$ cat config.mk
export PLATFORM = sky130hd
export DESIGN_NAME = router
export DESIGN_NICKNAME = d
export VERILOG_FILES = /design/src/rtl/pid_pkg.sv /design/src/rtl/router.sv
export SDC_FILE = /design/constraint.sdc
export NUM_CORES = 1
export LEC_CHECK = 0
export ABC_AREA = 1
export BUFFER_PORTS_ARGS = -buffer_cell sky130_fd_sc_hd__buf_2
export CAP_MARGIN = 20
export CELL_PAD_IN_SITES_DETAIL_PLACEMENT = 0
export CELL_PAD_IN_SITES_GLOBAL_PLACEMENT = 1
export CORE_UTILIZATION = 36
export DETAILED_ROUTE_END_ITERATION = 8
export GPL_TIMING_DRIVEN = 0
export HOLD_SLACK_MARGIN = 0.03
export MAX_ROUTING_LAYER = met4
export PLACE_DENSITY_LB_ADDON = 0.1
export RECOVER_POWER = 50
export SYNTH_ARGS = -nofsm -noshare
export SYNTH_HDL_FRONTEND = slang
export SYNTH_SLANG_ARGS = --single-unit
$ cat constraint.sdc
create_clock -name clk50 -period 1.9 [get_ports clk50]
set_input_delay 0.095 -clock clk50 [delete_from_list [all_inputs] [get_ports clk50]]
set_output_delay 0.095 -clock clk50 [all_outputs]
set_load 0.01 [all_outputs]
$ cat src/rtl/pid_pkg.sv
`default_nettype none

package pid_pkg;

	////////////////////////////////////////////////////////////
	// data path widths
	////////////////////////////////////////////////////////////

	localparam int w_sample   = 18;	// adc word, two's complement
	localparam int w_pid      = 18;	// osf and pid result, signed
	localparam int w_dac      = 16;	// dac code, straight binary
	localparam int w_osm      = 3;	// oversample mode, 0..4 in use

	////////////////////////////////////////////////////////////
	// fixed point
	////////////////////////////////////////////////////////////

	// gains are q7.8, the pid sum drops the fraction afterwards
	localparam int w_coef     = 16;	// setpoint and p/i/d gains, signed
	localparam int coef_shift = 8;	// fraction bits of the gains
	localparam int w_acc      = 40;	// integrator and pid sum
	localparam int w_mult     = 8;	// output gain, unsigned

endpackage

`default_nettype wire

$ cat src/rtl/router.sv
`timescale 1ns/1ps
`default_nettype none

// n_in is at least 2 so the select field has a bit
module router #(
	parameter int n_in  = 4,	// pid channels
	parameter int n_out = 4	// dac channels
) (
	input  logic                             clk50,
	input  logic                             rst_n,
	input  logic        [n_in-1:0]           in_valid,
	input  logic signed [pid_pkg::w_pid-1:0] in_data [n_in],
	input  logic        [$clog2(n_in)-1:0]   sel [n_out],	// source index per output
	input  logic                             cfg_update,
	output logic        [n_out-1:0]          out_valid,
	output logic signed [pid_pkg::w_pid-1:0] out_data [n_out]
);

	logic [$clog2(n_in)-1:0] sel_q [n_out];	// table in force

	always_ff @(posedge clk50 or negedge rst_n) begin
		if (!rst_n) begin
			sel_q     <= '{default: '0};	// every output listens to pid 0
			out_valid <= '0;
		end else begin
			if (cfg_update)
				sel_q <= sel;
			for (int o = 0; o < n_out; o++)
				out_valid[o] <= in_valid[sel_q[o]];	// fan out, one source may feed many
		end
	end

	always_ff @(posedge clk50) begin
		for (int o = 0; o < n_out; o++)
			out_data[o] <= in_data[sel_q[o]];
	end

endmodule

`default_nettype wire

# [After elaboration in Yosys (flattened, before gate mapping)]
# Index checks and enable logic that the tools add are counted.
[classes] n_lt_le_gt_ge=8 muxes=20 n_bitwise=4
[ops] cell="$bmux W18 S2" count=4
[ops] cell="$mux W18" count=8
[ops] cell="$ge A3 B3 Y1 const B" count=4
[ops] cell="$lt A2 B3 Y1 const B" count=4
[ops] cell="$not A2 Y3" count=4
[ops] cell="$bmux W1 S2" count=4
[ops] cell="$mux W1" count=4
[word_totals] regBits=84 input_bits=87 output_inout_bits=76 word_cells=41

# [Depth between registers and ports, before layout]
[logic_depth] ltp_word=4 depth_mapped=6 mapped_depth_nobuf=4

# [Least setup slack after synthesis]
# Ideal clock, no wire load.
[synth_path] path_kind="reg2reg" start="register sel_q[2] (netlist bit)" end="register out_data[21] (netlist bit)" setup_time_ns=0.114 arrival_time_ns=0.880 required_ns=1.786 slack_ns=0.906 stages_incl_launch_ff=6 path_buffers=1 synth_period_minus_slack_ns=0.994 cell_sequence="dfrtp_1 inv_2 clkbuf_1 nand2_1 nand3_1 nand2_1"
[synth_between] elab_chain_len=4
[synth_rtl] element="start: declaration" line="router.sv:19" source="logic [$clog2(n_in)-1:0] sel_q [n_out];"
[synth_rtl] element="start signal: assignment" line="router.sv:27" source="sel_q <= sel;"
[synth_rtl] element="$not A2 Y3 (not written as such)" line="router.sv:35" source="out_data[o] <= in_data[sel_q[o]];"
[synth_rtl] element="$bmux W18 S2" line="router.sv:35"
[synth_rtl] element="$mux W18 (not written as such) (2 in series)" line="router.sv:35"
[synth_rtl] element="end signal: indexed assignment" line="router.sv:35"
[synth_rtl] element="end: declaration" line="router.sv:16" source="output logic signed [pid_pkg::w_pid-1:0] out_data [n_out]"
# Every way passes these cells. The select of a mux whose other input is x is not followed.
# A chain may end at the register's enable or synchronous reset.

==> impl_metrics.yaml <==
floorplanning:
  core-area_mm2: 0.0126
  die_y_um: 115
  core.rowCount: 41
  die_w_um: 115
  boundaryPins: 163
  initial_core_util_pct: 36.8
  die-area_mm2: 0.0133
detailed_routing:
  wire_per_inst_um: 16.5
  drcViolationCount: 2
  drt_wl_total_mm: 18.6
  num_vias: 5639
  drt_pass1_iterations: 7
  ant_nets: 0
  first_iter_violations: 516
  avgViaCountPerCell: 5.00
cts:
  clock_path_buffers: 2
  numCtsBuffers: 9
  hold_buffers: 13
  path_clk_slew_ns: 0.06
  htreeDepth: 3
  clock_latency_ns: 0.34
  cts_setup_buffers: 0
  ctsResizeCount: 0
  cts_tree: "done"
  root_buffer: "clkbuf_16"
  cts_sinks: 84
setup_path:
  slowest_delay_ns: 0.58
  cp-start-kind: "flip-flop"
  worst_ep_arrival_time_ns: 2.00
  cp_max_fo: 10
  cp-end-kind: "flip-flop"
  required_ns: 2.12
  crit_type: "flip-flop to flip-flop"
  cpMaxStageDelayCell: "dlygate4sd3_1"
  path_cells: "inv_1 -> clkbuf_1 -> o21ai_1 -> dlygate4sd3_1"
global_routing:
  grt_usage_pct: 29.6
  antenna_found_initial: 0
  grt_pass1_vias: 5282
  grt_max_degree: 13
  grt_pass1_wl_mm: 28.3
  grt-ovfl-total: 0
yosys:
  synthesis.instances: 765
  synth.avg_cell_area_um2: 6.05
  ys_seq_area_share_pct: 37.6
  ys_warn_count: 0
  synthesis.nets: 852
  ys_seq_elements: 84
  synth_area_mm2: 0.00463
  synth_cell_types: 11
timing:
  fmax_mhz: 563
  grt_setup_unrepaired: "no"
  worst_pin_slew_ns: 0.771
  min_period_ns: 1.78
  clock_skew_ns: 0.0100
  slew-limit-headroom_pct: 48.6
  fin_setup_tns_ns: 0
  fin_hold_ws_ns: 0.0393
  hold_viol_final: 0
  timing.final.crit_share_pct: 93.5
  drv_slew: 0
  setup_viol_count_final: 0
place:
  dp_hpwl_mm: 12.5
  globalplace.congestion: 0.881
  io_buffer_count: 162
layout:
  nNetsFinal: 1038
  multiInputGateArea_mm2: 0.00226
  final-seq-area_mm2: 0.00174
  fill_cells: 1375
  antenna_cells: 0
  area_delta_synth_final_pct: 28.4
  drive_above_1_share_pct: 14.7
pwr:
  peakVddDrop_v: 0.000381
  leakage_nw: 3.31
  p_per_area_mw_per_mm2: 884
outcome:
  failed_checks: "DRC"
  status: "finished with violations"
hold_path:
  hold_path.class: "input port to flip-flop"
job:
  drv_cap: 0
-- logic make-up (layout without fill, tap and decap cells) --
| kind of cell | Yosys count | count (layout) | share of synthesized area [%] |
|---|---|---|---|
| simple gates | 540 | 540 | 47.9 |
| flops | 84 | 84 | 37.6 |
| buf+inv | 133 | 323 | 13.6 |
| compound gates | 8 | 8 | 0.865 |
-- per-layer routing --
layer	share of wire, %	vias up	global-route usage, %
met4	2.3	0	12.1
met1	40	2534	35.6
met3	10	35	5.75
li1	-	2703	-
met2	47	367	48.6
met5	0	-	-
-- cells in the mapped netlist (all sizes together) --
library cell / instances / area, um2
nand2: 388 / 1460
clkbuf: 12 / 45.0
dfxtp: 72 / 1440
nand3: 152 / 761
o21ai: 8 / 40.0
buf: 37 / 272
dfrtp: 12 / 300
inv: 84 / 315
-- power by group --
group | internal, W | leakage [nW] | switching [W]
combinational | 0.000531 | 2.44 | 0.00105
clock | 0.000873 | 0.126 | 0.000691
sequential | 0.00203 | 0.752 | 0.0000833
-- layout by cell type, fill, tap and decap left out --
cell type | netlist | final
nand2_1 | 388 | 388
nand3_1 | 152 | 152
buf_2 | 13 | 100
clkbuf_1 | 12 | 90
inv_1 | 80 | 80
dfxtp_1 | 72 | 72
buf_4 | 17 | 17
dlygate4sd3_1 | 0 | 13
dfrtp_1 | 12 | 12
clkbuf_16 | 0 | 9
o21ai_1 | 8 | 8
buf_6 | 7 | 7
inv_2 | 4 | 4
clkinv_2 | 0 | 3
-- flip-flops by register name (all words and copies together), names as in the netlist --
register / cells
out_data: 72
sel_q: 8
out_valid: 4
-- worst paths after layout --
| path | start | end | slack, ns | cells past startpoint |
|---|---|---|---|---|
| worst max-delay path | sel_q[5]$_DFFE_PN0P_ | sel_q[5]$_DFFE_PN0P_ | 0.12 | 4 |
| worst min-delay path | sel[4] | sel_q[4]$_DFFE_PN0P_ | 0.04 | 3 |
| worst max register to register | sel_q[5]$_DFFE_PN0P_ | sel_q[5]$_DFFE_PN0P_ | 0.12 | 4 |
| worst min register to register | sel_q[5]$_DFFE_PN0P_ | out_data[53]$_DFF_P_ | 0.74 | 3 |
| max in group asynchronous | rst_n | sel_q[2]$_DFFE_PN0P_ | 1.18 | 2 |
| min in group asynchronous | rst_n | out_valid[1]$_DFF_PN0_ | 0.29 | 2 |
-- final cells by class --
| cell class | instances | share of cell area [%] |
|---|---|---|
| multi-input cells | 548 | 38.0 |
| flip-flops and latches | 84 | 29.3 |
| repair buffers | 175 | 14.2 |
| plain buffers | 49 | 5.33 |
| inverters | 84 | 5.30 |
| clock buffers | 12 | 3.98 |
| well taps | 172 | 3.62 |
| clock inverters | 3 | 0.253 |
-- through the flow --
step	cell area (um2)	utilization [%]	total power (W)	cells	setup WS, ns
after global placement	5660	45.0	0.00373	1099	0.499
after detailed placement	5660	45.0	0.00374	1099	0.478
after floorplan	4630	-	0.00306	765	0.906
after CTS	6040	48.0	0.00533	1127	0.162
final	5940	47.3	0.00526	1127	0.124
after global routing	5940	47.3	0.00555	1127	0.0153
-- critical path, delay by kind of cell (launching register included) --
kind,cells,cell delay (ns)
DFF,1,0.38
AOI/OAI and AO/OA,1,0.13
buffers and inverters,3,1.16
Power figures use the tool's default switching activity.
