File: src/rtl/pid_pkg.sv
`default_nettype none

package pid_pkg;

	////////////////////////////////////////////////////////////
	// data path widths
	////////////////////////////////////////////////////////////

	localparam int w_sample   = 18;	// adc word, two's complement
	localparam int w_pid      = 18;	// osf and pid result, signed
	localparam int w_dac      = 16;	// dac code, straight binary
	localparam int w_osm      = 3;	// oversample mode, 0..4 in use

	////////////////////////////////////////////////////////////
	// fixed point
	////////////////////////////////////////////////////////////

	// gains are q7.8, the pid sum drops the fraction afterwards
	localparam int w_coef     = 16;	// setpoint and p/i/d gains, signed
	localparam int coef_shift = 8;	// fraction bits of the gains
	localparam int w_acc      = 40;	// integrator and pid sum
	localparam int w_mult     = 8;	// output gain, unsigned

endpackage

`default_nettype wire

File: src/rtl/output_preprocessor.sv
`timescale 1ns/1ps
`default_nettype none

module output_preprocessor (
	input  logic                              clk50,
	input  logic                              rst_n,
	input  logic                              in_valid,
	input  logic signed [pid_pkg::w_pid-1:0]  in_data,
	input  logic                              lock_en,		// 0 parks the output at out_init
	input  logic        [pid_pkg::w_dac-1:0]  out_min,
	input  logic        [pid_pkg::w_dac-1:0]  out_max,
	input  logic        [pid_pkg::w_dac-1:0]  out_init,	// offset and hold value
	input  logic        [pid_pkg::w_mult-1:0] multiplier,
	output logic                              out_valid,
	output logic        [pid_pkg::w_dac-1:0]  out_data
);

	localparam int w_sum = pid_pkg::w_pid + pid_pkg::w_mult + 2;	// product plus offset, signed

	logic signed [w_sum-1:0] init_s;
	logic signed [w_sum-1:0] mult_s;
	logic signed [w_sum-1:0] lim_lo;
	logic signed [w_sum-1:0] lim_hi;
	logic signed [w_sum-1:0] scaled;

	always_comb begin
		init_s = w_sum'(out_init);		// zero extended
		mult_s = w_sum'(multiplier);		// gain is never negative
		lim_lo = w_sum'(out_min);
		lim_hi = w_sum'(out_max);
		scaled = init_s + w_sum'(in_data) * mult_s;
	end

	always_ff @(posedge clk50 or negedge rst_n) begin
		if (!rst_n)
			out_valid <= 1'b0;
		else
			out_valid <= in_valid;	// one update per input, locked or not
	end

	always_ff @(posedge clk50) begin
		if (in_valid) begin
			if (!lock_en)
				out_data <= out_init;
			else if (scaled < lim_lo)
				out_data <= out_min;
			else if (scaled > lim_hi)
				out_data <= out_max;
			else
				out_data <= scaled[pid_pkg::w_dac-1:0];
		end
	end

endmodule

`default_nettype wire

File: config.mk
export PLATFORM = sky130hd
export DESIGN_NAME = output_preprocessor
export DESIGN_NICKNAME = d
export VERILOG_FILES = /design/src/rtl/pid_pkg.sv /design/src/rtl/output_preprocessor.sv
export SDC_FILE = /design/constraint.sdc
export NUM_CORES = 1
export LEC_CHECK = 0
export BUFFER_PORTS_ARGS = -buffer_cell sky130_fd_sc_hd__buf_2
export CORE_UTILIZATION = 60
export DETAILED_ROUTE_END_ITERATION = 10
export GPL_TIMING_DRIVEN = 0
export HOLD_SLACK_MARGIN = 0.02
export PLACE_DENSITY_LB_ADDON = 0.3
export SLEW_MARGIN = 40
export SYNTH_ARGS = -nofsm -noshare
export SYNTH_HDL_FRONTEND = slang
export SYNTH_SLANG_ARGS = --single-unit
File: constraint.sdc
create_clock -name clk50 -period 1.26 [get_ports clk50]
set_clock_uncertainty 0.2 [all_clocks]
set_input_delay 0.063 -clock clk50 [delete_from_list [all_inputs] [get_ports clk50]]
set_output_delay 0.063 -clock clk50 [all_outputs]
set_load 0.02 [all_outputs]
# [Word-level counts from Yosys, hierarchy flattened]
# Index checks and enable logic that the tools add are counted.
[classes] addsub=1 multipliers=1 n_lt_le_gt_ge=2 muxes=3
[ops] operator="2-to-1 mux 16 bit" n=3
[ops] operator="adder 17 x 27 -> 28 bit" n=1
[ops] operator="greater-than comparator 28 x 17 -> 1 bit" n=1
[ops] operator="< comparator 28 x 17 -> 1 bit" n=1
[ops] operator="multiplier 18 x 9 -> 27 bit" n=1
[totals] reg_bits=17 in_bits=78 output_inout_bits=17

# [Logic depth before layout (Yosys ltp)]
[logic_depth] ltp_word=6 mapped_depth=32 mapped_depth_nobuf=27

# [Least setup slack after synthesis]
# OpenSTA, ideal clock, no wires.
[synth_path] path_type="input to register" from="in multiplier[0] (netlist bit)" to="reg out_data[10] (netlist bit) (data pin)" arrival_time_ns=6.493 required_time_ns=0.788 path_slack_ns=-5.705 stages=31 n_path_buf=4 path_cell_list="clkbuf_1 > clkbuf_1 > nand2_1 > fa_1 > inv_1 > fa_1 > inv_1 > fa_1 > inv_1 > fa_1 > inv_1 > fa_1 > inv_1 > ha_1 > o21a_1 > nor2_1 > a311o_1 > nor2_1 > nor2_1 > xnor2_1 > ha_1 > a21o_1 > a21o_1 > a21oi_1 > o311a_1 > o21ai_0 > a2111o_1 > buf_6 > buf_8 > mux2i_1 > o221ai_2"
[synth_via] elab_chain_len=6
[synth_lines] item="start, declared" line="output_preprocessor.sv:13" source="input logic [pid_pkg::w_mult-1:0] multiplier,"
[synth_lines] item="multiplier 18 x 9 -> 27 bit *" line="output_preprocessor.sv:31" source="scaled = init_s + w_sum'(in_data) * mult_s;"
[synth_lines] item="adder 17 x 27 -> 28 bit *" line="output_preprocessor.sv:31"
[synth_lines] item="greater-than comparator 28 x 17 -> 1 bit" line="output_preprocessor.sv:47" source="else if (scaled > lim_hi)"
[synth_lines] item="2-to-1 mux 16 bit" line="output_preprocessor.sv:47"
[synth_lines] item="2-to-1 mux 16 bit *" line="output_preprocessor.sv:45" source="else if (scaled < lim_lo)"
[synth_lines] item="2-to-1 mux 16 bit *" line="output_preprocessor.sv:43" source="if (!lock_en)"
[synth_lines] item="end signal, assigned" line="output_preprocessor.sv:44" source="out_data <= out_init;"
[synth_lines] item="end signal, assigned" line="output_preprocessor.sv:46" source="out_data <= out_min;"
[synth_lines] item="end signal, assigned" line="output_preprocessor.sv:48" source="out_data <= out_max;"
[synth_lines] item="end, declared" line="output_preprocessor.sv:15" source="output logic [pid_pkg::w_dac-1:0] out_data"
# Every way passes the cells marked *; elsewhere a longest branch is shown, timed or not.
# A chain may end at the register's enable or synchronous reset.

# [Final worst setup path]
[layout_path] from="in multiplier[2] (netlist bit)" to="reg out_data[9] (netlist bit) (data pin)"
# The elaborated chain is that of the path after synthesis.

==> results.sh <==
export IMPL_status="finished, violations left"
export IMPL_failed_checks="negative setup slack"
export IMPL_number_of_synthesized_flops_with_an_enable_pin=16
export IMPL_ctsLongestPathBuffers=2
export IMPL_final_layout_size_suffix_gt1_share_pct=22.0
export IMPL_critPathKind="input pin to flip-flop"
export IMPL_max_freq_mhz=145
export IMPL_grt_max_degree=18
export IMPL_max_slew_margin_rel_pct=48.4
export IMPL_antenna_cells_inserted=0
export IMPL_required_ns=1.02
export IMPL_crit_path_frequent_cell="fa_1"
export IMPL_vias_per_cell=5.76
export IMPL_cts_h_tree_depth=1
export IMPL_global_route_usage_over_all_layers_pct=31.5
export IMPL_synth_nets=1212
export IMPL_post_route_fraction_of_the_period_consumed_by_the_critical_path_pct=546
export IMPL_detail_route_iter0_violations=705
export IMPL_synthArstFlopShare_pct=5.88
export IMPL_area_growth_syn_to_layout_pct=24.4
export IMPL_path_max_fanout=5
export IMPL_design_final_nets=1373
export IMPL_dominant_combinational_cell_family_by_area_after_synthesis="adder cells"
export IMPL_routed_via_count=7110
export IMPL_max_cap_viol_count=0
export IMPL_synth_adder_area_share_pct=48.5
export IMPL_synth_top_cell_by_area="fa_1"
export IMPL_place_congestion=0.902
export IMPL_synth_main_ff_cell="edfxtp_1"
export IMPL_drt_pass1_iterations=5
export IMPL_max_stage_delay_ns=0.57
export IMPL_cts_root_buf="clkbuf_16"
export IMPL_grt_first_pass_wirelength_mm=33.3
export IMPL_place_worst_setup_slack_ns=-6.30
export IMPL_grt_antenna_before_repair=0
export IMPL_worst_setup_path_end_kind="flip-flop"
export IMPL_die_area_um2=13700
export IMPL_min_delay_path_depth=3
export IMPL_crit_path_start="multiplier[2]"
export IMPL_synth_compound_gate_area_share_pct=11.2
export IMPL_drv_slew=0
export IMPL_yosys_area_share_simple_pct=15.8
export IMPL_yosysUniqueCellTypes=55
export IMPL_synthesized_instance_count=902
export IMPL_hold_viol=0
export IMPL_cp_top_family="adder cells"
export IMPL_floorplan_core_area_um2=12800
export IMPL_buffer_ports_inserted=91
export IMPL_place_hpwl_mm=15.6
export IMPL_numClockSinks=17
export IMPL_hold_startpoint="out_init[1]"
export IMPL_timing_critical_path_from_type="input pin"
export IMPL_yosys_area_share_xor_xnor_pct=3.06
export IMPL_yosys_warnings=0
export IMPL_initial_core_utilization_pct=62.3
export IMPL_synth_avg_cell_area_um2=8.83
export IMPL_synthesis_area_um2=7960
export IMPL_ant_nets=0
export IMPL_worst_path_stages=27
export IMPL_path_buf_inv=10
export IMPL_rsz0062_at_grt="yes"
export IMPL_critPathArrivalTime_ns=6.65
export IMPL_first_global_vias=7080
export IMPL_share_of_synthesized_area_spent_on_multiplexers_pct=3.14
export IMPL_final_setup_viol_count=16
export IMPL_synth_yosys_seq_area_share_pct=6.35
export IMPL_route_detailed_wl_per_inst_um=17.9
export IMPL_post_route_worst_setup_slack_ns=-5.62
export IMPL_postRouteWirelength_mm=22.0
export IMPL_crit_slowest_cell="fa_1"
export IMPL_synthTopCellsByArea="fa_1, ha_1, inv_1"
export IMPL_minimum_clock_period_after_layout_ns=6.88
export IMPL_number_of_storage_elements_in_the_synthesis_netlist=17
export IMPL_top_level_ports=95
export IMPL_cts_buffers_inserted=3
export IMPL_chipHeight_um=117
export IMPL_row_count=41
export IMPL_drcViolationCount=0
export IMPL_yosysTopAreaCellShare_pct=32.2
export IMPL_grt_remaining_overflow=0
export IMPL_worst_setup_hold_path_clk_slew_ns=0.05
export IMPL_worstMarginPinSlew_ns=0.774
export IMPL_hold_path_class="input pin to flip-flop"
export IMPL_die_w_um=117
export IMPL_tritoncts="done"
-- sequential cells by signal, indices dropped and copies added (netlist names) --
name	flops
out_data	16
out_valid	1
-- final timing paths --
kind | endpoint | slack [ns]
setup / recovery | out_data[9]$_DFFE_PP_ | -5.62
min in group asynchronous | out_valid$_DFF_PN0_ | 0.44
max in group asynchronous | out_valid$_DFF_PN0_ | 0.32
hold / removal | out_data[1]$_DFFE_PP_ | 0.02
-- through the flow --
step | hold slack, ns | setup TNS, ns | cell area [µm²] | std cells | util (%)
6_report | 0.0243 | -88.95 | 9900 | 1234 | 77.5
3_5_place_dp | -0.361 | -99.43 | 8740 | 1165 | 68.4
2_1_floorplan | -0.433 | -81.61 | 8070 | 902 | -
4_1_cts | 0.0218 | -83.84 | 9580 | 1219 | 75.0
3_3_place_gp | -0.362 | -98.01 | 8740 | 1165 | 68.4
5_1_grt | 0.0240 | -91.82 | 9900 | 1234 | 77.5
-- timing repair --
| item | CTS | global route |
|---|---|---|
| buffers inserted | 26 | 15 |
| gates cloned | 1 | 1 |
| pin swaps | 23 | 34 |
| setup endpoints to repair | 16 | 32 |
| hold buffers | 23 | 0 |
| hold endpoints to repair | 18 | 0 |
| gates resized for setup | 46 | 42 |
-- cells in the final DEF (no fill, tap or decap), types with 5 or more instances in the layout --
master / n
o21ai_0: 9
nand3_1: 19
a21oi_2: 9
o221ai_2: 11
xor2_1: 9
and2_1: 90
a21o_1: 14
nand2_1: 80
dlygate4sd3_1: 23
xnor2_1: 12
ha_1: 98
nand2_4: 6
inv_2: 6
nand4_1: 12
nor2_1: 16
buf_4: 31
edfxtp_1: 16
clkbuf_1: 5
buf_12: 7
nor2b_1: 5
inv_1: 201
o21ai_1: 11
a21oi_1: 32
buf_2: 91
fa_1: 126
clkbuf_16: 12
ha_4: 5
mux2i_1: 18
buf_6: 13
nand2b_1: 5
-- synthesized netlist by cell type (5+ instances only) --
| master | n |
|---|---|
| a21oi_1 | 38 |
| o221ai_2 | 10 |
| xor2_1 | 11 |
| and2_1 | 90 |
| buf_2 | 5 |
| mux2i_1 | 25 |
| nand2b_1 | 5 |
| nand3_1 | 19 |
| ha_1 | 104 |
| nor2b_1 | 5 |
| xnor2_1 | 15 |
| nand4_1 | 12 |
| o21ai_1 | 10 |
| inv_1 | 207 |
| clkbuf_1 | 14 |
| fa_1 | 128 |
| nand2_1 | 89 |
| a21o_1 | 14 |
| nor2_1 | 18 |
| o21ai_0 | 11 |
| edfxtp_1 | 16 |
-- worst min-delay path, delay by kind of cell --
family | cells | cell delay (ns)
AOI/OAI and AO/OA | 1 | 0.14
buffers and inverters | 2 | 0.16
-- cells by family (layout without fill, tap and decap cells) --
| group | Yosys count | in the layout |
|---|---|---|
| simple gates | 247 | 247 |
| buf+inv | 234 | 394 |
| fa+ha+maj | 232 | 232 |
| compound gates | 120 | 120 |
| xor+xnor | 27 | 27 |
| mux | 25 | 25 |
| flops | 17 | 17 |
-- routing by layer --
layer / share of wire, % / GRT usage, %
met1: 37 / 37.2
met5: 0 / 0
met4: 5.0 / 14.6
met3: 6.6 / 5.46
met2: 51 / 55.9
-- final cells by class --
cell class,instances,area [µm²]
inverter,207,777
timing repair buffer,156,1140
tap,172,215
clock buffer,4,78.8
buffer,27,369
fill,775,2870
sequential,17,505
multi-input combinational,651,6820
Power is not shown: default switching activity piles up to over one toggle a cycle in this logic, so the estimate is an artifact.
