$ cat src/rtl/pid_pkg.sv
`default_nettype none

package pid_pkg;

	////////////////////////////////////////////////////////////
	// data path widths
	////////////////////////////////////////////////////////////

	localparam int w_sample   = 18;	// adc word, two's complement
	localparam int w_pid      = 18;	// osf and pid result, signed
	localparam int w_dac      = 16;	// dac code, straight binary
	localparam int w_osm      = 3;	// oversample mode, 0..4 in use

	////////////////////////////////////////////////////////////
	// fixed point
	////////////////////////////////////////////////////////////

	// gains are q7.8, the pid sum drops the fraction afterwards
	localparam int w_coef     = 16;	// setpoint and p/i/d gains, signed
	localparam int coef_shift = 8;	// fraction bits of the gains
	localparam int w_acc      = 40;	// integrator and pid sum
	localparam int w_mult     = 8;	// output gain, unsigned

endpackage

`default_nettype wire

$ cat src/rtl/dac_instr_queue.sv
`timescale 1ns/1ps
`default_nettype none

// n_out is at least 2 so the channel field has a bit
module dac_instr_queue #(
	parameter int n_out = 4
) (
	input  logic                            clk50,
	input  logic                            rst_n,
	input  logic [n_out-1:0]                in_valid,
	input  logic [pid_pkg::w_dac-1:0]       in_data [n_out],
	output logic                            dac_valid,
	input  logic                            dac_ready,
	output logic [$clog2(n_out)-1:0]        dac_chan,
	output logic [pid_pkg::w_dac-1:0]       dac_data
);

	localparam int w_ch = $clog2(n_out);

	logic [n_out-1:0]          pending;	// channel has a value not yet handed out
	logic [pid_pkg::w_dac-1:0] val [n_out];	// newest value per channel
	logic [w_ch-1:0]           rr_ptr;	// first channel to look at
	logic [w_ch-1:0]           pick;
	logic                      found;
	logic                      load;	// output register takes pick this cycle
	logic [n_out-1:0]          clr;

	////////////////////////////////////////////////////////////
	// round-robin search
	////////////////////////////////////////////////////////////

	always_comb begin
		found = 1'b0;
		pick  = rr_ptr;
		// walk from the far end so the nearest pending channel wins
		for (int k = n_out - 1; k >= 0; k--) begin
			if (pending[(int'(rr_ptr) + k) % n_out]) begin
				found = 1'b1;
				pick  = w_ch'((int'(rr_ptr) + k) % n_out);
			end
		end
		load = found && (!dac_valid || dac_ready);	// free, or emptied by this transfer
		clr  = '0;
		if (load)
			clr[pick] = 1'b1;
	end

	always_ff @(posedge clk50 or negedge rst_n) begin
		if (!rst_n) begin
			pending   <= '0;
			rr_ptr    <= '0;
			dac_valid <= 1'b0;
		end else begin
			pending <= (pending & ~clr) | in_valid;	// a fresh arrival keeps the flag
			if (load) begin
				dac_valid <= 1'b1;
				rr_ptr    <= w_ch'((int'(pick) + 1) % n_out);
			end else if (dac_ready) begin
				dac_valid <= 1'b0;
			end
		end
	end

	always_ff @(posedge clk50) begin
		for (int c = 0; c < n_out; c++)
			if (in_valid[c])
				val[c] <= in_data[c];	// overwrite, only the newest matters
		if (load) begin
			dac_chan <= pick;
			dac_data <= val[pick];		// held until dac_ready
		end
	end

endmodule

`default_nettype wire

$ cat config.mk
export PLATFORM = sky130hd
export DESIGN_NAME = dac_instr_queue
export DESIGN_NICKNAME = d
export VERILOG_FILES = /design/src/rtl/pid_pkg.sv /design/src/rtl/dac_instr_queue.sv
export SDC_FILE = /design/constraint.sdc
export NUM_CORES = 1
export LEC_CHECK = 0
export BUFFER_PORTS_ARGS = -buffer_cell sky130_fd_sc_hd__buf_4
export CORE_MARGIN = 2
export CORE_UTILIZATION = 56
export DETAILED_ROUTE_END_ITERATION = 6
export PLACE_DENSITY = 0.84
export SLEW_MARGIN = 20
export SYNTH_ARGS = -nofsm -noshare
export SYNTH_HDL_FRONTEND = slang
export SYNTH_SLANG_ARGS = --single-unit
$ cat constraint.sdc
create_clock -name clk50 -period 5.5 [get_ports clk50]
set_input_delay 0.55 -clock clk50 [delete_from_list [all_inputs] [get_ports clk50]]
set_output_delay 0.55 -clock clk50 [all_outputs]
set_load 0.02 [all_outputs]
Yosys cells after proc, flatten, opt, wreduce, memory -nomap -nowiden
Memories as Yosys holds them, arrays and structs flattened. A register that Yosys moved wholly into a read port is not among the register bits.
Cells that the tools add are included.
{"block": "word_totals", "register_bits": 9, "ram_bits": 64, "inputBits": 71, "out_inout_bits": 19, "word_cells": 61, "n_memories": 1}
{"block": "op_classes", "n_addsub": 4, "n_lt_le_gt_ge": 6, "mux": 32, "bitwise": 6, "reduce_logical": 8}
{"name": "val", "depth": 4, "word_bits": 16, "read_ports": 1, "rd_ports_with_merged_regs": 1, "wr": 4, "line_no": "dac_instr_queue.sv:21", "source": "logic [pid_pkg::w_dac-1:0] val [n_out];"}
{"cell": "$mux W1", "n": 22}
{"cell": "$lt A3 B4 Y1 const B", "n": 3}
{"cell": "$bmux W1 S2", "n": 4}
{"cell": "$mux W2", "n": 4}
{"cell": "$lt A2 B3 Y1 const B", "n": 2}
{"cell": "$reduce_or A2 Y1", "n": 3}
{"cell": "$add A2 B1 Y2 const B", "n": 2}
{"cell": "$add A2 B2 Y2 const B", "n": 2}
{"cell": "$and A4 B4 Y4", "n": 1}
{"cell": "$mux W4", "n": 1}
{"cell": "$not A4 Y4", "n": 1}
{"cell": "$or A4 B4 Y4", "n": 1}
{"cell": "$and A1 B1 Y1 const A", "n": 3}
{"cell": "$demux W1 S2", "n": 1}
{"cell": "$ge A2 B1 Y1 const B", "n": 1}
{"cell": "$logic_and A1 B1 Y1", "n": 2}
{"cell": "$reduce_bool A2 Y1", "n": 1}
{"cell": "$logic_not A1 Y1", "n": 1}
{"cell": "$logic_or A1 B1 Y1", "n": 1}

Longest topological paths before layout
{"block": "depth", "word_depth": 18, "mapped_depth": 8, "ltp_nobuf": 5}

Worst setup path after synthesis
No wires, ideal clock.
{"block": "synth_timing", "path_kind": "register -> register", "startpoint": "register dac_valid", "endpoint": "register dac_chan[0] (enable)", "setup_ns": 0.403, "arrival_time_ns": 1.608, "required_time_ns": 5.097, "path_slack_ns": 3.490, "path_stages_with_launch": 3, "n_path_buf": 0, "synth_period_minus_slack_ns": 2.010, "cell_sequence": "dfrtp_1 -> nor2b_1 -> nor2_1"}
{"block": "synth_between", "elab_chain_len": 3}
{"item": "start, declared", "line_no": "dac_instr_queue.sv:12", "source": "output logic dac_valid,"}
{"item": "start signal, assigned", "line_no": "dac_instr_queue.sv:52", "source": "dac_valid <= 1'b0;"}
{"item": "start signal, assigned", "line_no": "dac_instr_queue.sv:56", "source": "dac_valid <= 1'b1;"}
{"item": "start signal, assigned", "line_no": "dac_instr_queue.sv:59", "source": "dac_valid <= 1'b0;"}
{"item": "$logic_not A1 Y1", "line_no": "dac_instr_queue.sv:42", "source": "load = found && (!dac_valid || dac_ready);"}
{"item": "$logic_or A1 B1 Y1", "line_no": "dac_instr_queue.sv:42"}
{"item": "$logic_and A1 B1 Y1", "line_no": "dac_instr_queue.sv:42"}
{"item": "via load", "line_no": "dac_instr_queue.sv:25", "source": "logic load;"}
{"item": "end signal, assigned", "line_no": "dac_instr_queue.sv:69", "source": "dac_chan <= pick;"}
{"item": "end, declared", "line_no": "dac_instr_queue.sv:14", "source": "output logic [$clog2(n_out)-1:0] dac_chan,"}
The timed path passes the listed nets, and every way through them passes these cells.
A chain may end at the register's enable or synchronous reset.

Worst setup path in the final report
{"block": "layout_timing", "startpoint": "register pending[0]", "endpoint": "register dac_data[3] (netlist name), read port of val (data pin)"}
{"block": "layout_between", "elab_chain_len": 8, "elab_cells_between_ends": 20, "cone_classes": "19 x mux; 1 x reduce/logical"}
{"item": "start, declared", "line_no": "dac_instr_queue.sv:20", "source": "logic [n_out-1:0] pending;"}
{"item": "start signal, assigned", "line_no": "dac_instr_queue.sv:54", "source": "pending <= (pending & ~clr) | in_valid;"}
{"item": "$bmux W1 S2", "line_no": "dac_instr_queue.sv:37", "source": "if (pending[(int'(rr_ptr) + k) % n_out]) begin"}
{"item": "$mux W1 (not written as such) (2 in a row)", "line_no": "dac_instr_queue.sv:37"}
{"item": "$mux W1 (4 in a row)", "line_no": "dac_instr_queue.sv:37"}
{"item": "$logic_and A1 B1 Y1", "line_no": "dac_instr_queue.sv:42"}
{"item": "end, declared", "line_no": "dac_instr_queue.sv:15", "source": "output logic [pid_pkg::w_dac-1:0] dac_data"}
Several ways; a longest one is shown, not always the timed one. The select of a mux whose other input is x is not followed.

==> reports/results.tsv <==
metric	value	unit
Congestion Overflow GR	0	
Layout Cells excl Fill	330	
Placed Cells	313	
Setup Skew	5.58	ps
Final Hold Fails	0	
fin util	72.6	%
CTS buffer count	9	
# setup viols final	0	
RSZ-0062 raised after global routing	no	
Max Fclk	0.411	GHz
die area	6600	sq um
crit end category	register	
largest net degree at the start of global routing	23	
Max Slew Vio Count	0	
Clock Tree Buf Depth	2	
DR WL/cell	18.4	um
Critical Path Max Stage Delay	730	ps
power density over cell area	506	nW/um^2
CP Launch Type	register	
Ant. Diodes	0	
CP Data Arrival Time	2520	ps
count leader, synth	edfxtp_1	
Post-CTS Setup Bufs	0	
core box area	5850	sq um
worst vdd ir	0.267	mV
Slew HR	39.0	%
Hold WC Path Type	input pin to register	
First DRT Iteration DRCs	132	
total global-route track usage	20.2	%
die width	81.2	um
Reg2Reg Depth	4	
port bufs	89	
share of layout cells above drive strength 1	49.4	%
Vias/cell	5.45	
slowest stage cell, crit path	o221ai_4	
worst endpoint required time	5590	ps
Detailed Place HPWL	4150	um
synthesis warning total	0	
DRC	0	
Post-Syn Instances	153	
first-pass GRT wire length	9250	um
row count	28	
Leak	1.60	nW
M1 WL	2160	um
sequential area share after synthesis	79.0	%
Vias	1798	
Slew @ Worst Pin	915	ps
met2 WL	3540	um
status	completed	
nets	321	
WP buf/inv	0	
top-area cell type share of the netlist area	73.7	%
Setup CP Type	register to register	
metal3 WL	202	um
CTS tree	built	
synth top area cells	edfxtp_1 74%, mux4_2 10%, dfrtp_1 5.2%, buf_12 1.2%, mux4_1 0.79%	
Chip Height	81.2	um
DR pass1 iterations	4	
# clock sinks	89	
hold depth	1	
flops & latches, synth	89	
I/O pins	90	
post-CTS resize count	0	
Syn Nets	224	
Post-Route Setup TNS	0	ps
Async SR Flop Fraction	7.87	%
Cell Area, Synth	3340	sq um
Syn Area/Cell	21.8	sq um
Top Family by Delay on Critical Path	compound AO/OA/AOI/OAI gates	
fin crit share	44.3	%
Netlist cell types	28	
antenna violations before repair	0	
Synth area leader	edfxtp_1	
Max-Cap Viols	0	
number of synthesized flops with an enable pin	82	
CTS H-tree depth	3	
Detail Route Antenna Nets	0	
DRT Wirelength	6080	um
clock-pin slew on the worst setup and hold paths	80	ps
worst path cell trace	and2b_1 -> a2bb2oi_2 -> o221ai_4 -> mux4_1	
synth cell count leaders	82 x edfxtp_1, 15 x mux4_2, 7 x dfrtp_1, 7 x nor2_1, 5 x a21oi_1	
top layer in use	met4	
root buf cell	clkbuf_8	
min Tclk post-route	2430	ps
worst hold slack	379	ps
vias in the first global route	1927	
routability cong.	0.764	
initial core utilization	57.1	%
clock network latency to the later pin of the worst-skew pair	340	ps
hold_buf cts	1	
CP max FO	19	
Critical Path Stages	4	
ys flop type	edfxtp_1	
synth-to-layout area growth	27.2	%
==> placed cells by master, fill, tap and decap left out, types with 4 or more instances in the layout <==
cell type  instances
mux4_2            15
dfrtp_1            7
nor3_1             4
a21oi_1            5
buf_4             90
edfxtp_1          82
nor2_1             6
clkbuf_8           9
a31oi_1            4
==> through the flow <==
step                power, mW  cell area (sq um)  worst slack [ps]
global route             2.26               4250              2880
floorplan                1.59               3340              3490
global placement         1.73               4050              3070
detailed placement       1.76               4050              3010
finish                   2.15               4250              3070
CTS                      2.17               4250              3010
==> logic make-up (layout without fill, tap and decap cells) <==
| kind of cell | Yosys count | count (layout) | synth area share, % |
|---|---|---|---|
| AO/OA/AOI/OAI | 17 | 17 | 3.48 |
| buffers and inverters | 7 | 109 | 2.32 |
| flip-flops | 89 | 89 | 79.0 |
| multiplexers | 16 | 16 | 10.9 |
| AND/OR/NAND/NOR | 24 | 24 | 4.34 |
==> flip-flops by register name (all words and copies together) (netlist names) <==
name,flops
dac_chan,2
dac_data,16
dac_valid,1
pending,4
rr_ptr,2
val,64
==> where the power goes <==
| part | total, mW | leakage (nW) | internal (mW) | switching (mW) |
|---|---|---|---|---|
| logic | 0.745 | 0.644 | 0.386 | 0.359 |
| clock network | 0.416 | 0.0894 | 0.207 | 0.209 |
| registers | 0.990 | 0.871 | 0.914 | 0.0759 |
==> area by class of cell <==
type / instances / area (sq um)
Fill cell: 344 / 1600
Tap cell: 75 / 93.8
Sequential cell: 89 / 2640
Multi-Input combinational cell: 57 / 639
Clock inverter: 6 / 57.6
Inverter: 2 / 7.51
Clock buffer: 10 / 128
Timing Repair Buffer: 91 / 686
==> worst paths after layout <==
kind / from / endpoint / slack (ps)
max: pending[0]$_DFF_PN0_ / dac_data[3]$_DFFE_PP_ / 3070
min: in_data[34] / val[1][2]$_DFFE_PP_ / 380
max reg2reg: pending[0]$_DFF_PN0_ / dac_data[3]$_DFFE_PP_ / 3070
min reg2reg: val[1][3]$_DFFE_PP_ / dac_data[3]$_DFFE_PP_ / 630
max in group asynchronous: rst_n / pending[1]$_DFF_PN0_ / 4810
min in group asynchronous: rst_n / rr_ptr[1]$_DFFE_PN0P_ / 570
==> per-layer routing <==
layer / up-vias / track usage, %
met4: 0 / 12.4
li1: 821 / -
met2: 53 / 35.4
met1: 907 / 22.5
met5: - / 0
met3: 17 / 4.22
Note: power is estimated with default switching activity, not from simulation.
