File: src/rtl/pid_pkg.sv
`default_nettype none

package pid_pkg;

	////////////////////////////////////////////////////////////
	// data path widths
	////////////////////////////////////////////////////////////

	localparam int w_sample   = 18;	// adc word, two's complement
	localparam int w_pid      = 18;	// osf and pid result, signed
	localparam int w_dac      = 16;	// dac code, straight binary
	localparam int w_osm      = 3;	// oversample mode, 0..4 in use

	////////////////////////////////////////////////////////////
	// fixed point
	////////////////////////////////////////////////////////////

	// gains are q7.8, the pid sum drops the fraction afterwards
	localparam int w_coef     = 16;	// setpoint and p/i/d gains, signed
	localparam int coef_shift = 8;	// fraction bits of the gains
	localparam int w_acc      = 40;	// integrator and pid sum
	localparam int w_mult     = 8;	// output gain, unsigned

endpackage

`default_nettype wire

File: src/rtl/pid_core.sv
`timescale 1ns/1ps
`default_nettype none

module pid_core (
	input  logic                              clk50,
	input  logic                              rst_n,
	input  logic                              in_valid,
	input  logic signed [pid_pkg::w_pid-1:0]  in_data,	// averaged error signal
	input  logic signed [pid_pkg::w_coef-1:0] setpoint,
	input  logic signed [pid_pkg::w_coef-1:0] p_coef,
	input  logic signed [pid_pkg::w_coef-1:0] i_coef,
	input  logic signed [pid_pkg::w_coef-1:0] d_coef,
	input  logic                              clear,		// zero integrator and last error
	output logic                              out_valid,
	output logic signed [pid_pkg::w_pid-1:0]  out_data
);

	localparam int w_acc = pid_pkg::w_acc;
	localparam int w_err = pid_pkg::w_pid + 1;	// setpoint - input grows one bit
	localparam int w_dif = w_err + 1;
	localparam logic signed [w_acc-1:0] sat_hi = w_acc'(2**(pid_pkg::w_pid-1) - 1);
	localparam logic signed [w_acc-1:0] sat_lo = w_acc'(-(2**(pid_pkg::w_pid-1)));

	logic signed [w_err-1:0] err;
	logic signed [w_dif-1:0] dif;
	logic signed [w_err-1:0] prev_err;	// error of the previous sample
	logic signed [w_acc-1:0] integ;		// running sum of errors, wraps
	logic signed [w_err-1:0] err_q;
	logic signed [w_dif-1:0] dif_q;
	logic                    v1;		// stage 1 holds a sample
	logic signed [w_acc-1:0] pid_sum;
	logic signed [w_acc-1:0] pid_shr;

	////////////////////////////////////////////////////////////
	// stage 1 forms error, delta and integrator
	////////////////////////////////////////////////////////////

	always_comb begin
		err = w_err'(setpoint) - w_err'(in_data);
		dif = w_dif'(err) - w_dif'(prev_err);
	end

	always_ff @(posedge clk50 or negedge rst_n) begin
		if (!rst_n) begin
			integ    <= '0;
			prev_err <= '0;
			v1       <= 1'b0;
		end else begin
			v1 <= in_valid;
			if (clear) begin
				integ    <= '0;
				prev_err <= '0;
			end else if (in_valid) begin
				integ    <= integ + w_acc'(err);
				prev_err <= err;
			end
		end
	end

	always_ff @(posedge clk50) begin
		if (in_valid) begin
			err_q <= err;
			dif_q <= dif;
		end
	end

	////////////////////////////////////////////////////////////
	// stage 2 weights, scales and clips
	////////////////////////////////////////////////////////////

	always_comb begin
		// all terms evaluated at accumulator width
		pid_sum = w_acc'(p_coef) * w_acc'(err_q)
			+ w_acc'(i_coef) * integ
			+ w_acc'(d_coef) * w_acc'(dif_q);
		pid_shr = pid_sum >>> pid_pkg::coef_shift;	// drop gain fraction bits
	end

	always_ff @(posedge clk50 or negedge rst_n) begin
		if (!rst_n)
			out_valid <= 1'b0;
		else
			out_valid <= v1;
	end

	always_ff @(posedge clk50) begin
		if (v1) begin
			if (pid_shr > sat_hi)
				out_data <= sat_hi[pid_pkg::w_pid-1:0];
			else if (pid_shr < sat_lo)
				out_data <= sat_lo[pid_pkg::w_pid-1:0];
			else
				out_data <= pid_shr[pid_pkg::w_pid-1:0];
		end
	end

endmodule

`default_nettype wire

File: config.mk
export PLATFORM = sky130hd
export DESIGN_NAME = pid_core
export DESIGN_NICKNAME = d
export VERILOG_FILES = /design/src/rtl/pid_pkg.sv /design/src/rtl/pid_core.sv
export SDC_FILE = /design/constraint.sdc
export NUM_CORES = 2
export LEC_CHECK = 0
export ABC_AREA = 1
export BUFFER_PORTS_ARGS = -buffer_cell sky130_fd_sc_hd__clkbuf_2
export CELL_PAD_IN_SITES_DETAIL_PLACEMENT = 0
export CELL_PAD_IN_SITES_GLOBAL_PLACEMENT = 1
export CORE_AREA = 2 2 469 238
export CTS_CLUSTER_DIAMETER = 80
export CTS_CLUSTER_SIZE = 30
export DETAILED_ROUTE_END_ITERATION = 12
export DIE_AREA = 0 0 471 240
export PLACE_DENSITY_LB_ADDON = 0.05
export SETUP_SLACK_MARGIN = 0.3
export SYNTH_ARGS = -nofsm -noshare
export SYNTH_HDL_FRONTEND = slang
export SYNTH_SLANG_ARGS = --single-unit
export TNS_END_PERCENT = 5
File: constraint.sdc
create_clock -name clk50 -period 7.41 [get_ports clk50]
set_input_delay 1.482 -clock clk50 [delete_from_list [all_inputs] [get_ports clk50]]
set_output_delay 1.482 -clock clk50 [all_outputs]
set_load 0.01 [all_outputs]
# == Word level (Yosys, flattened, before mapping) ==
# Cells that the tools add are included.
# classes
n_addsub,5
mul,3
n_lt_le_gt_ge,2
muxes,5
n_reduce_logical,1
# op_table
op,count
$mux 40,2
$add 35x40->40,1
$add 40x19->40,1
$add 40x36->40,1
$mul 16x40->40,1
$mux 19,2
$mul 16x20->36,1
$mul 16x19->35,1
$gt 32x18->1 const B,1
$lt 32x18->1 const B,1
$sub 19x19->20,1
$sub 16x18->19,1
$mux 18,1
$reduce_bool 2->1,1
# word_totals
reg_bits,118
input_bits,86
elab_cells,23

# == Logic depth before layout (Yosys ltp) ==
# depth
depth_word,5
depth_mapped,42
mapped_depth_nobuf,39

# == Worst setup path before layout ==
# OpenSTA, ideal clock, no wires.
# synth_timing
kind,in2reg
startpoint,input port d_coef[0] (netlist bit)
endpoint,register out_data[15] (netlist bit) (data pin)
setup_time_ps,252
t_arrival_ps,8743
required_ps,7158
setup_slack_ps,-1585
stages,36
cell_sequence,clkbuf_1 -> nand2_1 -> inv_1 -> fa_1 -> inv_1 -> fa_1 -> fa_1 -> inv_1 -> fa_1 -> inv_1 -> fa_1 -> inv_1 -> fa_1 -> fa_1 -> fa_1 -> inv_1 -> fa_1 -> inv_1 -> ha_1 -> nand2_1 -> nor2_1 -> inv_1 -> nor2_1 -> and3_1 -> nand2_2 -> nand2_2 -> nand2_1 -> nand2_1 -> nand2_1 -> nand2_1 -> nand3_1 -> nor2_1 -> nand2_1 -> nand2_4 -> buf_8 -> nand2_1
# synth_via
elab_chain_len,4
# synth_lines
element,line,rtl
"start, declared",pid_core.sv:12,"input logic signed [pid_pkg::w_coef-1:0] d_coef,"
$mul 16x20->36 *,pid_core.sv:75,+ w_acc'(d_coef) * w_acc'(dif_q);
$add 40x36->40 *,pid_core.sv:75,
$lt 32x18->1,pid_core.sv:90,else if (pid_shr < sat_lo)
$mux 18,pid_core.sv:90,
"end signal, assigned",pid_core.sv:89,out_data <= sat_hi[pid_pkg::w_pid-1:0];
"end signal, assigned",pid_core.sv:91,out_data <= sat_lo[pid_pkg::w_pid-1:0];
"end signal, assigned",pid_core.sv:93,out_data <= pid_shr[pid_pkg::w_pid-1:0];
"end, declared",pid_core.sv:15,output logic signed [pid_pkg::w_pid-1:0] out_data
# Mark *: on every way between the ends. The rest lies on a longest branch, timed or not.
# A chain may end at the register's enable or synchronous reset.

# == Worst setup path after layout ==
# layout_timing
startpoint,input port d_coef[0] (netlist bit)
endpoint,register out_data[7] (netlist bit) (data pin)
# Same word-level chain as after synthesis.

==> impl_results.md <==
- Post-Route M1 WL: slightly below 100 mm
- Initial DRT Pass Iterations: 6
- Wirelength per Cell: approximately 23 um
- Initial Util: 45.7%
- Reg2Reg Depth: 28
- Critical path's largest stage delay: 640 ps
- Worst-path clk slew: 70 ps
- Clock Tree Buf Depth: 2
- Critical path required time: 7780 ps
- Max H-tree Level: 4
- Hold buffer count at CTS: 0
- Routed wl met2: 59.0 mm
- Syn avg cell area: 8.00 um2
- RD Place Congestion: slightly below 1
- GRT Overall Usage: 33.7%
- Share of flip-flops with an asynchronous set or reset: approximately half
- Post-route setup slack: -1300 ps
- Initial antenna violation count: 4
- Max-slew violation count: 0
- RR Endpoint: out_data[6]
- Layout area overhead: 18.6%
- Unrepaired setup endpoints after global routing: yes
- Highest routed layer: met4
- Syn Std Cell Area: 49900 um2
- Slew HR: 36.3%
- Drt via density: 4.94
- Mapped Nets: about 8k
- Worst-Skew Late Latency: 520 ps
- Die Width: ~470 um
- Critical Path Start: d_coef[0]
- CP max-delay cell: fa_2
- Post-route cell area: 59200 um2
- Post-synthesis sequential area ratio: 6.49%
- Number of enable flip-flop cells after synthesis: 57
- Vias in the first global route: 39.5k
- Crit-path max FO: 5
- Origin of the critical flop-to-flop path: integ[7]
- Post-layout min period: between 8000 and 9000 ps
- Inserted Clock Buffers: 17
- R2r setup slk: -940 ps
- Clk_skew: 33.6 ps
- Flops & latches, synth: roughly 120
- Layout cells sized above 1: 16.9%
- Synth Flop Type: dfrtp_1
- Unique masters post-synth: 53
- Worst Setup Start Kind: primary input
- Final worst path period share: 118%
- PortBufs: 104
- Hold Crit Class: reg2reg
- First-pass GRT wire length: 271 mm
- # DRC: 0
- Nets: roughly 8.3k
- Buffer type at the clock tree root: clkbuf_16
- Worst setup path category: in2reg
- WL met3: roughly 30 mm
- Status: finished, violations left
- CP endpoint: out_data[7]
- Max frequency: 115 MHz
- Yosys warning count: 0
- Worst Tran Pin Value: 956 ps
- Detail Route Antenna Nets: 0
- Clk sinks: 118
- Detailed Route Iter0 Violations: 4311
- Die area: approximately 110000 um2
- Max Cap Viol: 0
- Grt ovf: 0
- TritonCTS clock tree: built
- Via Count: 40.6k
- Final hold violation count: 0
- CP endpoint kind: flip-flop
- Critical path arrival: 9080 ps
- Placed instance area: 57100 um2
- Post-DP HPWL: 168 mm
- Final setup fails: 18
- Die H: 240 um
- Cells after Synth: ~6.2k
- Rows: 86
- Core footprint: 109000 um2
- Largest net degree at the start of global routing: a little over 60
- Violated checks: setup timing
- Io pins: 105
- Overall routed net length: 187 mm
[routing by layer]
layer  vias to the layer above  track usage [%]
li1                      18500                -
met1                     20200             57.9
met2                      1834             36.1
met3                        50             16.5
met4                         0             2.55
met5                         -                0
[Yosys cell counts (4+ instances only)]
| master | instances | area (um2) |
|---|---|---|
| a21o_1 | 11 | 82.6 |
| a21oi_1 | 146 | 731 |
| a31oi_1 | 17 | 106 |
| and3_1 | 4 | 25.0 |
| buf_1 | 22 | 82.6 |
| buf_2 | 7 | 35.0 |
| buf_6 | 5 | 56.3 |
| clkbuf_1 | 210 | 788 |
| clkinv_1 | 4 | 15.0 |
| dfrtp_1 | 61 | 1530 |
| edfxtp_1 | 57 | 1710 |
| fa_1 | 1211 | 24200 |
| ha_1 | 285 | 3570 |
| inv_1 | 1978 | 7420 |
| inv_2 | 4 | 15.0 |
| nand2_1 | 1612 | 6050 |
| nand2_2 | 24 | 150 |
| nand2_4 | 8 | 90.1 |
| nand3_1 | 85 | 425 |
| nand3b_1 | 4 | 30.0 |
| nand4_1 | 14 | 87.6 |
| nor2_1 | 170 | 638 |
| nor3_1 | 16 | 80.1 |
| o2111ai_1 | 5 | 43.8 |
| o211ai_1 | 5 | 37.5 |
| o21ai_0 | 91 | 455 |
| o21bai_1 | 17 | 128 |
| o22ai_1 | 14 | 87.6 |
| o31ai_1 | 8 | 60.1 |
| or2_2 | 29 | 181 |
| xnor2_1 | 18 | 158 |
| xor2_1 | 57 | 499 |
[registers in the layout, summed over array words and instances, names as in the netlist]
signal	count
dif_q	20
out_valid	1
integ	40
out_data	18
prev_err	19
v1	1
err_q	19
[worst max-delay path: cells and delay by family]
family	cells	cell delay, ps
fa+ha+maj	10	5120
buf+inv	9	870
simple gates	15	1570
[cells by family after synthesis]
logic type               synth area share [%]
flip-flops                               6.49
AO/OA/AOI/OAI                            3.65
adder cells (fa/ha/maj)                  55.7
XOR/XNOR                                 1.32
AND/OR/NAND/NOR                          15.9
buffers and inverters                    17.0
[per-stage QoR]
step	utilization [%]	setup slack (ps)	TNS, ps	hold slack (ps)	cells
floorplan	-	-1130	-19230	457	6234
global placement	52.4	-2430	-43360	477	8145
detailed placement	52.4	-2330	-41400	503	8145
CTS	53.6	-1210	-21330	517	8188
global route	54.2	-1470	-25810	548	8205
finish	54.2	-1300	-22650	527	8207
[placed cells by master, fill, tap and decap left out, types with 57 or more instances in the layout]
master	instances
nand2_1	1557
edfxtp_1	57
ha_1	255
o21ai_0	84
nand2_2	68
nor2_1	129
fa_2	89
clkbuf_2	83
inv_1	1943
nand3_1	78
fa_1	1122
buf_12	97
a21oi_1	122
xor2_1	57
buf_4	523
dfrtp_1	61
[worst min-delay path by stage]
stage / startpoint / end / cells past startpoint
floorplan: prev_err[0] / prev_err[0] / 2
finish: prev_err[0] / prev_err[0] / 2
global route: prev_err[0] / prev_err[0] / 2
CTS: prev_err[0] / prev_err[0] / 2
detailed placement: prev_err[0] / prev_err[0] / 2
global placement: prev_err[0] / prev_err[0] / 2
[cell type report]
class                   count  area (um2)
diodes                      2        5.00
clock buffers              19         475
clock inverters            13         146
fillers                 10500       49900
inverters                1986        7470
multi-input cells        3885       39500
flip-flops and latches    118        3240
well taps                1452        1820
repair buffers            731        6530
repair inverters            1        7.51
[what timing repair did]
item                                    CTS  global route
pin swaps                                56           107
cloned                                    3             2
setup buffers                             8            15
gates resized for setup                 175           173
endpoints found under the setup margin   18            18
Power is left out: the tool's default activity adds up to more than one toggle a clock period on the data nets, which glitch-free logic cannot reach.
